**src/common/lite_demux_pkg.sv**
```systemverilog
/*
  Shared widths, limits and channel types of the AXI4-Lite demux.
  Modules pull these in with a wildcard import inside the body
  and use scoped names for their port types.
*/
package lite_demux_pkg;

  // ------------------------------
  // bus widths
  // ------------------------------
  localparam int ADDR_W = 32;
  localparam int DATA_W = 32;
  localparam int STRB_W = DATA_W / 8;  // one strobe per byte

  // ------------------------------
  // port limits
  // ------------------------------
  localparam int MAX_PORTS = 8;  // upper bound for NumPorts
  localparam int SEL_W     = 3;  // enough to index MAX_PORTS

  typedef logic [ADDR_W-1:0]    addr_t;
  typedef logic [DATA_W-1:0]    data_t;
  typedef logic [STRB_W-1:0]    strb_t;
  typedef logic [SEL_W-1:0]     sel_t;
  typedef logic [1:0]           resp_t;
  typedef logic [MAX_PORTS-1:0] port_vec_t;  // one bit per possible port

  // axi response codes
  localparam resp_t RESP_OKAY   = 2'b00;
  localparam resp_t RESP_SLVERR = 2'b10;

  // one-hot of a port index, bits at or above num_ports stay low
  function automatic port_vec_t sel_onehot(sel_t sel, int num_ports);
    port_vec_t hit;
    hit = '0;
    for (int i = 0; i < MAX_PORTS; i++) begin
      hit[i] = (i < num_ports) && (sel == sel_t'(i));
    end
    return hit;
  endfunction

endpackage

```
**src/spill_stage.sv**
```systemverilog
/*
  Two-entry valid/ready register slice.
  Cuts both the valid and the ready path between its sides while
  keeping full throughput and order. Used on the AW and AR requests.
*/
`timescale 1ns/1ps

module spill_stage #(
  parameter int Width = 8
) (
  input  logic             clk_i,
  input  logic             reset_i,
  input  logic             valid_i,
  output logic             ready_o,
  input  logic [Width-1:0] data_i,
  output logic             valid_o,
  input  logic             ready_i,
  output logic [Width-1:0] data_o
);

  logic [Width-1:0] a_data_q;  // input side entry
  logic [Width-1:0] b_data_q;  // overflow entry, older than a
  logic             a_full_q;
  logic             b_full_q;
  logic             a_fill;
  logic             a_drain;
  logic             b_fill;
  logic             b_drain;

  assign a_fill  = valid_i & ready_o;
  assign a_drain = a_full_q & ~b_full_q;  // a leaves when b is empty
  assign b_fill  = a_drain & ~ready_i;    // parked in b on a stall
  assign b_drain = b_full_q & ready_i;

  always_ff @(posedge clk_i) begin
    if (reset_i) begin
      a_full_q <= 1'b0;
      b_full_q <= 1'b0;
    end else begin
      if (a_fill || a_drain) begin
        a_full_q <= a_fill;  // refill wins over drain
      end
      if (b_fill || b_drain) begin
        b_full_q <= b_fill;
      end
    end
  end

  // payload only
  always_ff @(posedge clk_i) begin
    if (a_fill) begin
      a_data_q <= data_i;
    end
    if (b_fill) begin
      b_data_q <= a_data_q;
    end
  end

  assign ready_o = ~a_full_q | ~b_full_q;  // any entry free
  assign valid_o = a_full_q | b_full_q;
  assign data_o  = b_full_q ? b_data_q : a_data_q;  // oldest first

endmodule

```
**src/sel_fifo.sv**
```systemverilog
/*
  Small circular FIFO of port indices.
  Keeps the order of requests so responses can be steered back.
  data_o shows the head entry; push when full and pop when empty
  have no effect.
*/
`timescale 1ns/1ps

module sel_fifo #(
  parameter int Depth = 4
) (
  input  logic                 clk_i,
  input  logic                 reset_i,
  input  logic                 push_i,
  input  lite_demux_pkg::sel_t data_i,
  input  logic                 pop_i,
  output lite_demux_pkg::sel_t data_o,
  output logic                 full_o,
  output logic                 empty_o
);
  import lite_demux_pkg::*;

  localparam int PtrW = (Depth > 1) ? $clog2(Depth) : 1;
  localparam int CntW = $clog2(Depth + 1);

  sel_t            mem_q [Depth];
  logic [PtrW-1:0] wr_ptr_q;
  logic [PtrW-1:0] rd_ptr_q;
  logic [CntW-1:0] count_q;
  logic            do_push;
  logic            do_pop;

  // wrap at Depth, not at a power of two
  function automatic logic [PtrW-1:0] ptr_next(logic [PtrW-1:0] ptr);
    return (ptr == PtrW'(Depth - 1)) ? '0 : ptr + PtrW'(1);
  endfunction

  assign full_o  = (count_q == CntW'(Depth));
  assign empty_o = (count_q == '0);
  assign do_push = push_i & ~full_o;
  assign do_pop  = pop_i & ~empty_o;
  assign data_o  = mem_q[rd_ptr_q];  // head entry

  always_ff @(posedge clk_i) begin
    if (reset_i) begin
      wr_ptr_q <= '0;
      rd_ptr_q <= '0;
      count_q  <= '0;
    end else begin
      if (do_push) wr_ptr_q <= ptr_next(wr_ptr_q);
      if (do_pop)  rd_ptr_q <= ptr_next(rd_ptr_q);
      case ({do_push, do_pop})
        2'b10:   count_q <= count_q + CntW'(1);
        2'b01:   count_q <= count_q - CntW'(1);
        default: count_q <= count_q;  // idle or push+pop
      endcase
    end
  end

  // storage
  always_ff @(posedge clk_i) begin
    if (do_push) begin
      mem_q[wr_ptr_q] <= data_i;
    end
  end

endmodule

```
**src/write_path/aw_route.sv**
```systemverilog
/*
  AW steering towards the selected downstream port.
  The port index goes into the W select FIFO on the first cycle the
  request is shown; a lock then holds the valid up without a second
  push until the port accepts.
*/
`timescale 1ns/1ps

module aw_route #(
  parameter int NumPorts = 4
) (
  input  logic                      clk_i,
  input  logic                      reset_i,
  input  logic                      aw_valid_i,
  output logic                      aw_ready_o,
  input  lite_demux_pkg::sel_t      aw_sel_i,
  output lite_demux_pkg::port_vec_t m_aw_valid_o,
  input  lite_demux_pkg::port_vec_t m_aw_ready_i,
  output logic                      w_sel_push_o,
  input  logic                      w_sel_full_i
);
  import lite_demux_pkg::*;

  logic      lock_q;       // index already pushed, valid held
  logic      lock_d;
  logic      drive_valid;  // request shown downstream this cycle
  logic      port_ready;
  port_vec_t port_hit;

  assign port_hit   = sel_onehot(aw_sel_i, NumPorts);
  assign port_ready = |(port_hit & m_aw_ready_i);

  // ------------------------------
  // handshake control
  // ------------------------------
  always_comb begin
    lock_d       = lock_q;
    drive_valid  = 1'b0;
    aw_ready_o   = 1'b0;
    w_sel_push_o = 1'b0;
    if (lock_q) begin
      drive_valid = 1'b1;  // keep showing the pending request
      if (port_ready) begin
        aw_ready_o = 1'b1;
        lock_d     = 1'b0;
      end
    end else if (aw_valid_i && !w_sel_full_i) begin
      // new request, record where its W beat goes
      w_sel_push_o = 1'b1;
      drive_valid  = 1'b1;
      if (port_ready) begin
        aw_ready_o = 1'b1;
      end else begin
        lock_d = 1'b1;  // no second push next cycle
      end
    end
  end

  assign m_aw_valid_o = {MAX_PORTS{drive_valid}} & port_hit;

  always_ff @(posedge clk_i) begin
    if (reset_i) begin
      lock_q <= 1'b0;
    end else begin
      lock_q <= lock_d;
    end
  end

endmodule

```
**src/write_path/wb_route.sv**
```systemverilog
/*
  W and B steering.
  A W beat goes only to the port at the head of the W select FIFO,
  and only while the B select FIFO has room. Each W transfer hands
  the index to the B FIFO, whose head picks the B response to return.
*/
`timescale 1ns/1ps

module wb_route #(
  parameter int NumPorts = 4,
  parameter int MaxTrans = 4
) (
  input  logic                      clk_i,
  input  logic                      reset_i,
  input  logic                      w_sel_push_i,
  input  lite_demux_pkg::sel_t      w_sel_i,
  output logic                      w_sel_full_o,
  input  logic                      s_w_valid_i,
  output logic                      s_w_ready_o,
  output lite_demux_pkg::port_vec_t m_w_valid_o,
  input  lite_demux_pkg::port_vec_t m_w_ready_i,
  output logic                      s_b_valid_o,
  input  logic                      s_b_ready_i,
  output lite_demux_pkg::resp_t     s_b_resp_o,
  input  lite_demux_pkg::port_vec_t m_b_valid_i,
  output lite_demux_pkg::port_vec_t m_b_ready_o,
  input  lite_demux_pkg::resp_t [lite_demux_pkg::MAX_PORTS-1:0] m_b_resp_i
);
  import lite_demux_pkg::*;

  sel_t      w_sel;    // port owed the next W beat
  sel_t      b_sel;    // port owed the next B response
  logic      w_empty;
  logic      b_full;
  logic      b_empty;
  logic      w_open;   // W beat may go downstream
  logic      w_xfer;
  logic      b_xfer;
  port_vec_t w_hit;
  port_vec_t b_hit;

  sel_fifo #(
    .Depth ( MaxTrans )
  ) i_w_sel_fifo (
    .clk_i   ( clk_i        ),
    .reset_i ( reset_i      ),
    .push_i  ( w_sel_push_i ),
    .data_i  ( w_sel_i      ),
    .pop_i   ( w_xfer       ),
    .data_o  ( w_sel        ),
    .full_o  ( w_sel_full_o ),
    .empty_o ( w_empty      )
  );

  // ------------------------------
  // W channel
  // ------------------------------
  assign w_hit       = sel_onehot(w_sel, NumPorts);
  assign w_open      = ~w_empty & ~b_full;
  assign m_w_valid_o = {MAX_PORTS{w_open & s_w_valid_i}} & w_hit;
  assign s_w_ready_o = w_open & |(w_hit & m_w_ready_i);
  assign w_xfer      = s_w_valid_i & s_w_ready_o;  // pops W, pushes B

  sel_fifo #(
    .Depth ( MaxTrans )
  ) i_b_sel_fifo (
    .clk_i   ( clk_i   ),
    .reset_i ( reset_i ),
    .push_i  ( w_xfer  ),
    .data_i  ( w_sel   ),
    .pop_i   ( b_xfer  ),
    .data_o  ( b_sel   ),
    .full_o  ( b_full  ),
    .empty_o ( b_empty )
  );

  // ------------------------------
  // B channel
  // ------------------------------
  assign b_hit       = sel_onehot(b_sel, NumPorts);
  assign s_b_valid_o = ~b_empty & |(b_hit & m_b_valid_i);
  assign s_b_resp_o  = b_empty ? RESP_OKAY : m_b_resp_i[b_sel];
  assign m_b_ready_o = {MAX_PORTS{~b_empty & s_b_ready_i}} & b_hit;  // head port only
  assign b_xfer      = s_b_valid_o & s_b_ready_i;

endmodule

```
**src/read_path/ar_r_route.sv**
```systemverilog
/*
  AR and R steering.
  AR goes to its port while the R select FIFO has room, and the
  index is pushed on acceptance. R is taken from the port at the
  FIFO head, which pops on the upstream R transfer.
*/
`timescale 1ns/1ps

module ar_r_route #(
  parameter int NumPorts = 4,
  parameter int MaxTrans = 4
) (
  input  logic                      clk_i,
  input  logic                      reset_i,
  input  logic                      ar_valid_i,
  output logic                      ar_ready_o,
  input  lite_demux_pkg::sel_t      ar_sel_i,
  output lite_demux_pkg::port_vec_t m_ar_valid_o,
  input  lite_demux_pkg::port_vec_t m_ar_ready_i,
  output logic                      s_r_valid_o,
  input  logic                      s_r_ready_i,
  output lite_demux_pkg::data_t     s_r_data_o,
  output lite_demux_pkg::resp_t     s_r_resp_o,
  input  lite_demux_pkg::port_vec_t m_r_valid_i,
  output lite_demux_pkg::port_vec_t m_r_ready_o,
  input  lite_demux_pkg::data_t [lite_demux_pkg::MAX_PORTS-1:0] m_r_data_i,
  input  lite_demux_pkg::resp_t [lite_demux_pkg::MAX_PORTS-1:0] m_r_resp_i
);
  import lite_demux_pkg::*;

  sel_t      r_sel;    // port owed the next R beat
  logic      r_full;
  logic      r_empty;
  logic      ar_xfer;
  logic      r_xfer;
  port_vec_t ar_hit;
  port_vec_t r_hit;

  // ------------------------------
  // AR channel
  // ------------------------------
  assign ar_hit       = sel_onehot(ar_sel_i, NumPorts);
  assign m_ar_valid_o = {MAX_PORTS{ar_valid_i & ~r_full}} & ar_hit;  // stall on full
  assign ar_ready_o   = ~r_full & |(ar_hit & m_ar_ready_i);
  assign ar_xfer      = ar_valid_i & ar_ready_o;

  sel_fifo #(
    .Depth ( MaxTrans )
  ) i_r_sel_fifo (
    .clk_i   ( clk_i    ),
    .reset_i ( reset_i  ),
    .push_i  ( ar_xfer  ),
    .data_i  ( ar_sel_i ),
    .pop_i   ( r_xfer   ),
    .data_o  ( r_sel    ),
    .full_o  ( r_full   ),
    .empty_o ( r_empty  )
  );

  // ------------------------------
  // R channel
  // ------------------------------
  assign r_hit       = sel_onehot(r_sel, NumPorts);
  assign s_r_valid_o = ~r_empty & |(r_hit & m_r_valid_i);
  assign s_r_data_o  = r_empty ? '0 : m_r_data_i[r_sel];
  assign s_r_resp_o  = r_empty ? RESP_OKAY : m_r_resp_i[r_sel];
  assign m_r_ready_o = {MAX_PORTS{~r_empty & s_r_ready_i}} & r_hit;
  assign r_xfer      = s_r_valid_o & s_r_ready_i;  // in request order

endmodule

```
**src/lite_demux.sv**
```systemverilog
/*
  AXI4-Lite one-to-many demux, top level.
  The upstream master gives a port index with every AW and AR. Both
  requests pass a spill stage, then the routers steer them and return
  B and R in request order. W, B and R have no added latency.
*/
`timescale 1ns/1ps

module lite_demux #(
  parameter int NumPorts = 4,  // 2 to 8
  parameter int MaxTrans = 4   // open transactions per direction
) (
  input  logic                      clk_i,
  input  logic                      reset_i,
  // upstream
  input  logic                      s_aw_valid_i,
  output logic                      s_aw_ready_o,
  input  lite_demux_pkg::addr_t     s_aw_addr_i,
  input  lite_demux_pkg::sel_t      s_aw_sel_i,    // stable with valid
  input  logic                      s_w_valid_i,
  output logic                      s_w_ready_o,
  input  lite_demux_pkg::data_t     s_w_data_i,
  input  lite_demux_pkg::strb_t     s_w_strb_i,
  output logic                      s_b_valid_o,
  input  logic                      s_b_ready_i,
  output lite_demux_pkg::resp_t     s_b_resp_o,
  input  logic                      s_ar_valid_i,
  output logic                      s_ar_ready_o,
  input  lite_demux_pkg::addr_t     s_ar_addr_i,
  input  lite_demux_pkg::sel_t      s_ar_sel_i,    // stable with valid
  output logic                      s_r_valid_o,
  input  logic                      s_r_ready_i,
  output lite_demux_pkg::data_t     s_r_data_o,
  output lite_demux_pkg::resp_t     s_r_resp_o,
  // downstream, shared payload and per-port handshakes
  output lite_demux_pkg::addr_t     m_aw_addr_o,
  output lite_demux_pkg::port_vec_t m_aw_valid_o,
  input  lite_demux_pkg::port_vec_t m_aw_ready_i,
  output lite_demux_pkg::data_t     m_w_data_o,
  output lite_demux_pkg::strb_t     m_w_strb_o,
  output lite_demux_pkg::port_vec_t m_w_valid_o,
  input  lite_demux_pkg::port_vec_t m_w_ready_i,
  input  lite_demux_pkg::port_vec_t m_b_valid_i,
  output lite_demux_pkg::port_vec_t m_b_ready_o,
  input  lite_demux_pkg::resp_t [lite_demux_pkg::MAX_PORTS-1:0] m_b_resp_i,
  output lite_demux_pkg::addr_t     m_ar_addr_o,
  output lite_demux_pkg::port_vec_t m_ar_valid_o,
  input  lite_demux_pkg::port_vec_t m_ar_ready_i,
  input  lite_demux_pkg::port_vec_t m_r_valid_i,
  output lite_demux_pkg::port_vec_t m_r_ready_o,
  input  lite_demux_pkg::data_t [lite_demux_pkg::MAX_PORTS-1:0] m_r_data_i,
  input  lite_demux_pkg::resp_t [lite_demux_pkg::MAX_PORTS-1:0] m_r_resp_i
);
  import lite_demux_pkg::*;

  localparam int ReqW = ADDR_W + SEL_W;  // address plus port index

  logic            aw_valid;
  logic            aw_ready;
  logic [ReqW-1:0] aw_req;
  sel_t            aw_sel;
  logic            w_sel_push;
  logic            w_sel_full;
  logic            ar_valid;
  logic            ar_ready;
  logic [ReqW-1:0] ar_req;
  sel_t            ar_sel;

  // ------------------------------
  // write path
  // ------------------------------
  spill_stage #(
    .Width ( ReqW )
  ) i_aw_spill (
    .clk_i   ( clk_i                     ),
    .reset_i ( reset_i                   ),
    .valid_i ( s_aw_valid_i              ),
    .ready_o ( s_aw_ready_o              ),
    .data_i  ( {s_aw_addr_i, s_aw_sel_i} ),
    .valid_o ( aw_valid                  ),
    .ready_i ( aw_ready                  ),
    .data_o  ( aw_req                    )
  );

  assign m_aw_addr_o = aw_req[ReqW-1:SEL_W];
  assign aw_sel      = aw_req[SEL_W-1:0];
  assign m_w_data_o  = s_w_data_i;  // W payload shared by all ports
  assign m_w_strb_o  = s_w_strb_i;

  aw_route #(
    .NumPorts ( NumPorts )
  ) i_aw_route (
    .clk_i        ( clk_i        ),
    .reset_i      ( reset_i      ),
    .aw_valid_i   ( aw_valid     ),
    .aw_ready_o   ( aw_ready     ),
    .aw_sel_i     ( aw_sel       ),
    .m_aw_valid_o ( m_aw_valid_o ),
    .m_aw_ready_i ( m_aw_ready_i ),
    .w_sel_push_o ( w_sel_push   ),
    .w_sel_full_i ( w_sel_full   )
  );

  wb_route #(
    .NumPorts ( NumPorts ),
    .MaxTrans ( MaxTrans )
  ) i_wb_route (
    .clk_i        ( clk_i       ),
    .reset_i      ( reset_i     ),
    .w_sel_push_i ( w_sel_push  ),
    .w_sel_i      ( aw_sel      ),
    .w_sel_full_o ( w_sel_full  ),
    .s_w_valid_i  ( s_w_valid_i ),
    .s_w_ready_o  ( s_w_ready_o ),
    .m_w_valid_o  ( m_w_valid_o ),
    .m_w_ready_i  ( m_w_ready_i ),
    .s_b_valid_o  ( s_b_valid_o ),
    .s_b_ready_i  ( s_b_ready_i ),
    .s_b_resp_o   ( s_b_resp_o  ),
    .m_b_valid_i  ( m_b_valid_i ),
    .m_b_ready_o  ( m_b_ready_o ),
    .m_b_resp_i   ( m_b_resp_i  )
  );

  // ------------------------------
  // read path
  // ------------------------------
  spill_stage #(
    .Width ( ReqW )
  ) i_ar_spill (
    .clk_i   ( clk_i                     ),
    .reset_i ( reset_i                   ),
    .valid_i ( s_ar_valid_i              ),
    .ready_o ( s_ar_ready_o              ),
    .data_i  ( {s_ar_addr_i, s_ar_sel_i} ),
    .valid_o ( ar_valid                  ),
    .ready_i ( ar_ready                  ),
    .data_o  ( ar_req                    )
  );

  assign m_ar_addr_o = ar_req[ReqW-1:SEL_W];
  assign ar_sel      = ar_req[SEL_W-1:0];

  ar_r_route #(
    .NumPorts ( NumPorts ),
    .MaxTrans ( MaxTrans )
  ) i_ar_r_route (
    .clk_i        ( clk_i        ),
    .reset_i      ( reset_i      ),
    .ar_valid_i   ( ar_valid     ),
    .ar_ready_o   ( ar_ready     ),
    .ar_sel_i     ( ar_sel       ),
    .m_ar_valid_o ( m_ar_valid_o ),
    .m_ar_ready_i ( m_ar_ready_i ),
    .s_r_valid_o  ( s_r_valid_o  ),
    .s_r_ready_i  ( s_r_ready_i  ),
    .s_r_data_o   ( s_r_data_o   ),
    .s_r_resp_o   ( s_r_resp_o   ),
    .m_r_valid_i  ( m_r_valid_i  ),
    .m_r_ready_o  ( m_r_ready_o  ),
    .m_r_data_i   ( m_r_data_i   ),
    .m_r_resp_i   ( m_r_resp_i   )
  );

endmodule

```
**config.mk**
```make
export PLATFORM = sky130hd
export DESIGN_NAME = lite_demux
export DESIGN_NICKNAME = d
export VERILOG_FILES = /design/src/common/lite_demux_pkg.sv /design/src/spill_stage.sv /design/src/sel_fifo.sv /design/src/write_path/aw_route.sv /design/src/write_path/wb_route.sv /design/src/read_path/ar_r_route.sv /design/src/lite_demux.sv
export SDC_FILE = /design/constraint.sdc
export NUM_CORES = 1
export LEC_CHECK = 0
export BUFFER_PORTS_ARGS = -buffer_cell sky130_fd_sc_hd__buf_4
export CORE_AREA = 2 2 242 244
export DETAILED_ROUTE_END_ITERATION = 8
export DIE_AREA = 0 0 244 246
export GPL_ROUTABILITY_DRIVEN = 0
export GPL_TIMING_DRIVEN = 0
export PLACE_DENSITY = 0.52
export SYNTH_ARGS = -nofsm -noshare
export SYNTH_HDL_FRONTEND = slang
export SYNTH_HIERARCHICAL = 1
export SYNTH_SLANG_ARGS = --single-unit
export TNS_END_PERCENT = 50
```
**constraint.sdc**
```tcl
create_clock -name clk_i -period 5.4 [get_ports clk_i]
set_input_delay 0.27 -clock clk_i [delete_from_list [all_inputs] [get_ports clk_i]]
set_output_delay 0.27 -clock clk_i [all_outputs]
set_load 0.005 [all_outputs]
```
==> reports/qor.csv, run 1 <==
metric,value,unit
status,"finished, final reports clean",
full die area,60000,um2
antenna violations before repair,2,
pin count of the biggest net entering global routing,36,
WL/cell,20.1,um
clock root buffer,clkbuf_16,
Rel. slew slack,39.7,%
Top delay family on crit path,simple AND/OR/NAND/NOR gates,
"Distinct cells, synth",50,
crit-path cells,"mux4_2, or4b_4, nor2b_1, o31ai_1, inv_1, ha_1, inv_1, fa_1, xor2_1, or3_2, a21oi_1",
depth of the CTS H-tree,1,
Met2 Wirelength,23300,um
arrival time worst endpoint,4.20,ns
Setup Skew,0.0197,ns
fin crit period,3.76,ns
synthesized area per cell,14.0,um2
unrepaired setup endpoints after global routing,no,
worst slew pin tran,0.905,ns
most frequent cells in the layout,"607 x buf_4, 176 x edfxtp_1, 91 x mux2_2",
"commonest non-fill, non-tap cell in the layout",buf_4,
vias,9244,
most frequent CP cell,inv_1,
sequential fraction of the synthesis area,52.7,%
asr flop ratio synth,0,%
Port-buffer cells,545,
crit end category,flip-flop,
nets@finish,1932,
CP Max Fanout,9,
layout cells sized above 1,57.4,%
CP peak stage delay,0.62,ns
Synth Flop Type,edfxtp_1,
Fin Setup TNS,0,ns
vias in the first global route,9573,
Area after DPL,16400,um2
Required @ worst endpoint,5.84,ns
Power Dens Cells,249,nW/um2
Detail Placement HPWL,37800,um
mean number of vias per cell,4.10,
overall power,4470,uW
post-route cell area,18000,um2
P&R area growth vs syn,59.8,%
crit path kind,flip-flop to flip-flop,
"Reg clk slew, reported paths",0.06,ns
GRT overflow,0,
Post-Route Utilization,31.3,%
Mapped Area,11300,um2
"worst slack, placed",1.60,ns
Total Routing Usage GR,14.0,%
PnR worst setup slack,1.64,ns
Final setup violation count,0,
"Clk Latency, worst-skew pair",0.52,ns
Antenna Violating Nets Remaining,0,
Ports,622,
Slew Limit Fails,0,
first-pass GRT wire length,62800,um
Initial Utilization,19.6,%
Cell Rows,88,
CTS tree,done,
top layer in use,met5,
maximum VDD drop,0.270,mV
"EDFF count, synth",176,
M1 wire length,18100,um
Post-Synthesis Cells,806,
Seq cells post-synth,208,
yosys warns,6,
Startpoint Class,flip-flop,
Max Cap Viol,0,
Met3 Routed Length,3070,um
total CTS buffers,22,
Max Clk Rate,0.266,GHz
core region area,57400,um2
final WL,45300,um
clk sinks,208,
Leak Pwr,0.00740,uW
final hold violation count,0,
Max clock buf depth,3,
DRC viols,0,
Die H,246,um
DR iter-0 viols,379,
Worst path slowest cell,mux4_2,
Chip Width,244,um
WP buf/inv,2,
Worst Hold Class,input pin to flip-flop,
Tcrit/Tclk final,69.7,%
drt first pass iters,4,
per-stage QoR:
stage	instances	hold slack [ns]
2_1_floorplan	823	0.341
3_3_place_gp	2133	0.424
3_5_place_dp	2139	0.431
4_1_cts	2251	0.0327
5_1_grt	2252	0.0408
6_report	2252	0.0441
metal layers:
| layer | vias up | GRT usage [%] |
|---|---|---|
| met4 | 2 | 3.35 |
| met2 | 401 | 25.6 |
| met1 | 4422 | 16.6 |
| met3 | 49 | 3.20 |
| met5 | - | 0 |
| li1 | 4370 | - |
layout make-up:
type | instances | area (um2)
clock buffer | 25 | 572
clock inverter | 15 | 241
fill | 5848 | 39400
multi-input combinational | 482 | 4580
timing repair buffer | 623 | 4880
buffer | 105 | 722
tap | 765 | 957
antenna | 1 | 2.50
sequential | 208 | 5930
inverter | 28 | 105
sequential cells by signal (all words and copies together), names as in the netlist, named ones only:
signal	count
i_ar_r_route/i_r_sel_fifo/count_q	3
i_ar_r_route/i_r_sel_fifo/mem_q	12
i_ar_r_route/i_r_sel_fifo/rd_ptr_q	2
i_ar_r_route/i_r_sel_fifo/wr_ptr_q	2
i_ar_spill/a_data_q	35
i_ar_spill/a_full_q	1
i_ar_spill/b_data_q	35
i_ar_spill/b_full_q	1
i_aw_route/lock_q	1
i_aw_spill/a_data_q	35
i_aw_spill/a_full_q	1
i_aw_spill/b_data_q	35
i_aw_spill/b_full_q	1
i_wb_route/i_b_sel_fifo/count_q	3
i_wb_route/i_b_sel_fifo/mem_q	12
i_wb_route/i_b_sel_fifo/rd_ptr_q	2
i_wb_route/i_b_sel_fifo/wr_ptr_q	2
i_wb_route/i_w_sel_fifo/count_q	3
i_wb_route/i_w_sel_fifo/mem_q	12
i_wb_route/i_w_sel_fifo/rd_ptr_q	2
i_wb_route/i_w_sel_fifo/wr_ptr_q	2
cells by family (layout without fill, tap and decap cells):
family / Yosys count / in the layout / share of synthesized area (%)
buf+inv: 133 / 796 / 7.35
compound gates: 98 / 98 / 5.89
mux: 160 / 160 / 21.7
xor+xnor: 6 / 6 / 0.467
simple gates: 177 / 177 / 9.34
fa+ha+maj: 21 / 21 / 2.53
flops: 208 / 208 / 52.7
other cells: 3 / 21 / 0.100
final timing paths:
check,startpoint,end,slack [ns],cells after the start
max,flip-flop,i_wb_route/i_w_sel_fifo/count_q[2],1.64,11
min,reset_i,i_ar_spill/a_full_q,0.04,2
max reg2reg,flip-flop,i_wb_route/i_w_sel_fifo/count_q[2],1.64,11
min reg2reg,i_ar_spill/a_data_q[8],i_ar_spill/b_data_q[8],0.44,0
cell usage after synthesis, types with 17 or more instances:
| master | number | area [um2] |
|---|---|---|
| mux4_2 | 47 | 1060 |
| mux2_2 | 91 | 1020 |
| nor2b_1 | 37 | 231 |
| buf_4 | 62 | 465 |
| inv_1 | 28 | 105 |
| edfxtp_1 | 176 | 5290 |
| nor2_1 | 22 | 82.6 |
| o22ai_1 | 34 | 213 |
| dfxtp_1 | 32 | 641 |
| nor3_1 | 46 | 230 |
| ha_1 | 18 | 225 |
| a211oi_1 | 34 | 255 |
| clkbuf_1 | 17 | 63.8 |
what timing repair did:
item,in CTS,in global routing
resized for setup,0,0
hold buffers,72,0
buffers inserted,0,0
endpoints found under the hold margin,72,0
power breakdown:
part | switching [uW] | internal, uW | total, uW
registers | 33.9 | 1840 | 1870
clock network | 633 | 1050 | 1690
logic | 372 | 537 | 909
total | 1040 | 3430 | 4470
(Power assumes the default switching activity.)
==> inputs of run 2 (changes only) <==
Clock period 5.4 ns to 3.9 ns, I/O delays scaled along.
==> run 2 against run 1 <==
Final cell count hardly changed; via count is 0.61% higher; sequential share of layout area hardly changed; first-iteration DRC count is 25% higher; setup slack worse by 1.3 ns; critical endpoint unchanged; largest power group unchanged.
==> reports/qor.csv, run 2 (synthesized netlist as in run 1, its figures left out) <==
metric,value,unit
core region area,57400,um2
R2R depth,11,
Ports,622,
mean number of vias per cell,4.13,
Startpoint Class,flip-flop,
arrival time worst endpoint,4.00,ns
WL/cell,20.0,um
"Reg clk slew, reported paths",0.06,ns
Chip Width,244,um
nets@finish,1933,
depth of the CTS H-tree,1,
GRT overflow,0,
Cell Rows,88,
final hold violation count,0,
P&R area growth vs syn,59.8,%
CTS tree,done,
antenna violations before repair,5,
Max clock buf depth,3,
overall power,6110,uW
status,"finished, final reports clean",
Post-Route Utilization,31.3,%
maximum VDD drop,0.403,mV
Die H,246,um
Leak Pwr,0.00739,uW
crit end category,flip-flop,
clk sinks,208,
total CTS buffers,21,
unrepaired setup endpoints after global routing,no,
Power Dens Cells,340,nW/um2
worst slew pin tran,0.907,ns
Max Clk Rate,0.280,GHz
clock root buffer,clkbuf_16,
Fin Setup TNS,0,ns
Detail Placement HPWL,37500,um
Required @ worst endpoint,4.33,ns
"commonest non-fill, non-tap cell in the layout",buf_4,
drt first pass iters,4,
full die area,60000,um2
Final setup violation count,0,
most frequent cells in the layout,"607 x buf_4, 176 x edfxtp_1, 91 x mux2_2",
Initial Utilization,19.6,%
DRC viols,0,
pin count of the biggest net entering global routing,36,
Total Routing Usage GR,14.0,%
Port-buffer cells,545,
worst hold stages,4,
DR iter-0 viols,472,
Area after DPL,16500,um2
final WL,45000,um
vias,9300,
Setup Skew,0.0119,ns
Antenna Violating Nets Remaining,0,
Worst Hold Class,input pin to flip-flop,
Rel. slew slack,39.5,%
crit path kind,flip-flop to flip-flop,
"Clk Latency, worst-skew pair",0.50,ns
first-pass GRT wire length,63200,um
layout cells sized above 1,57.5,%
Max Cap Viol,0,
fin crit period,3.58,ns
Slew Limit Fails,0,
Tcrit/Tclk final,91.7,%
CP Max Fanout,9,
post-route cell area,18000,um2
vias in the first global route,9662,
==> run 2: changes by cell type in the layout (fill, tap and decap cells not counted), sizes merged <==
cell	before	now
dlygate4sd3	72	75
clkinv	7	5
clkinvlp	1	3
buf	639	638
bufinv	6	5
clkbuf	42	41
inv	29	28
==> run 2: worst paths after layout <==
kind                            slack, ns                                  to              startpoint
worst max-delay path                 0.32  i_wb_route/i_w_sel_fifo/count_q[2]               flip-flop
worst max register to register       0.32  i_wb_route/i_w_sel_fifo/count_q[2]               flip-flop
worst min-delay path                 0.26                   i_aw_route/lock_q         m_aw_ready_i[2]
worst min register to register       0.43              i_aw_spill/b_data_q[3]  i_aw_spill/a_data_q[3]
==> run 2: where the power goes <==
group	internal, uW	switching [uW]	total (uW)	leakage (uW)
Sequential	2550	48.0	2600	0.00192
Combinational	747	521	1270	0.00510
Clock	1380	861	2240	0.000371
==> run 2: critical path, stage by stage (launching register included) <==
cell	delay, ns
dfxtp_1	0.43
mux4_2	0.61
or4b_4	0.54
nor2b_2	0.30
o31ai_1	0.21
inv_1	0.09
ha_1	0.18
inv_1	0.07
fa_1	0.38
xor2_1	0.16
or3_2	0.40
a21oi_1	0.14
==> run 2: metrics by stage <==
step | cells | worst slack [ns] | hold slack [ns]
after floorplan | 823 | -0.540 | 0.266
after global placement | 2133 | -2.41 | 0.373
after detailed placement | 2138 | 0.120 | 0.374
after CTS | 2250 | 0.0954 | 0.219
after global routing | 2251 | 0.0462 | 0.249
final | 2251 | 0.324 | 0.258
==> run 2: layer usage <==
metal  vias to the layer above  global-route usage [%]  share of wire [%]
met5                         -                       0              0.049
met4                         4                    4.05                2.5
met3                        42                    3.52                7.6
met2                       431                    24.4                 50
met1                      4459                    17.0                 40
li1                       4364                       -                  -
==> run 2: area by class of cell <==
type	instances	area [um2]
Tap cell	765	957
Clock inverter	13	205
Buffer	105	722
Inverter	28	105
Fill cell	5789	39400
Timing Repair Buffer	625	4910
Clock buffer	24	568
Antenna cell	1	2.50
Sequential cell	208	5930
Multi-Input combinational cell	482	4590
==> run 2: timing repair <==
item                                    4_1_cts  5_1_grt
endpoints found under the hold margin        74        0
buffers inserted                              0        0
hold buffers                                 75        0
resized for setup                             0        1
endpoints found under the setup margin        0        1
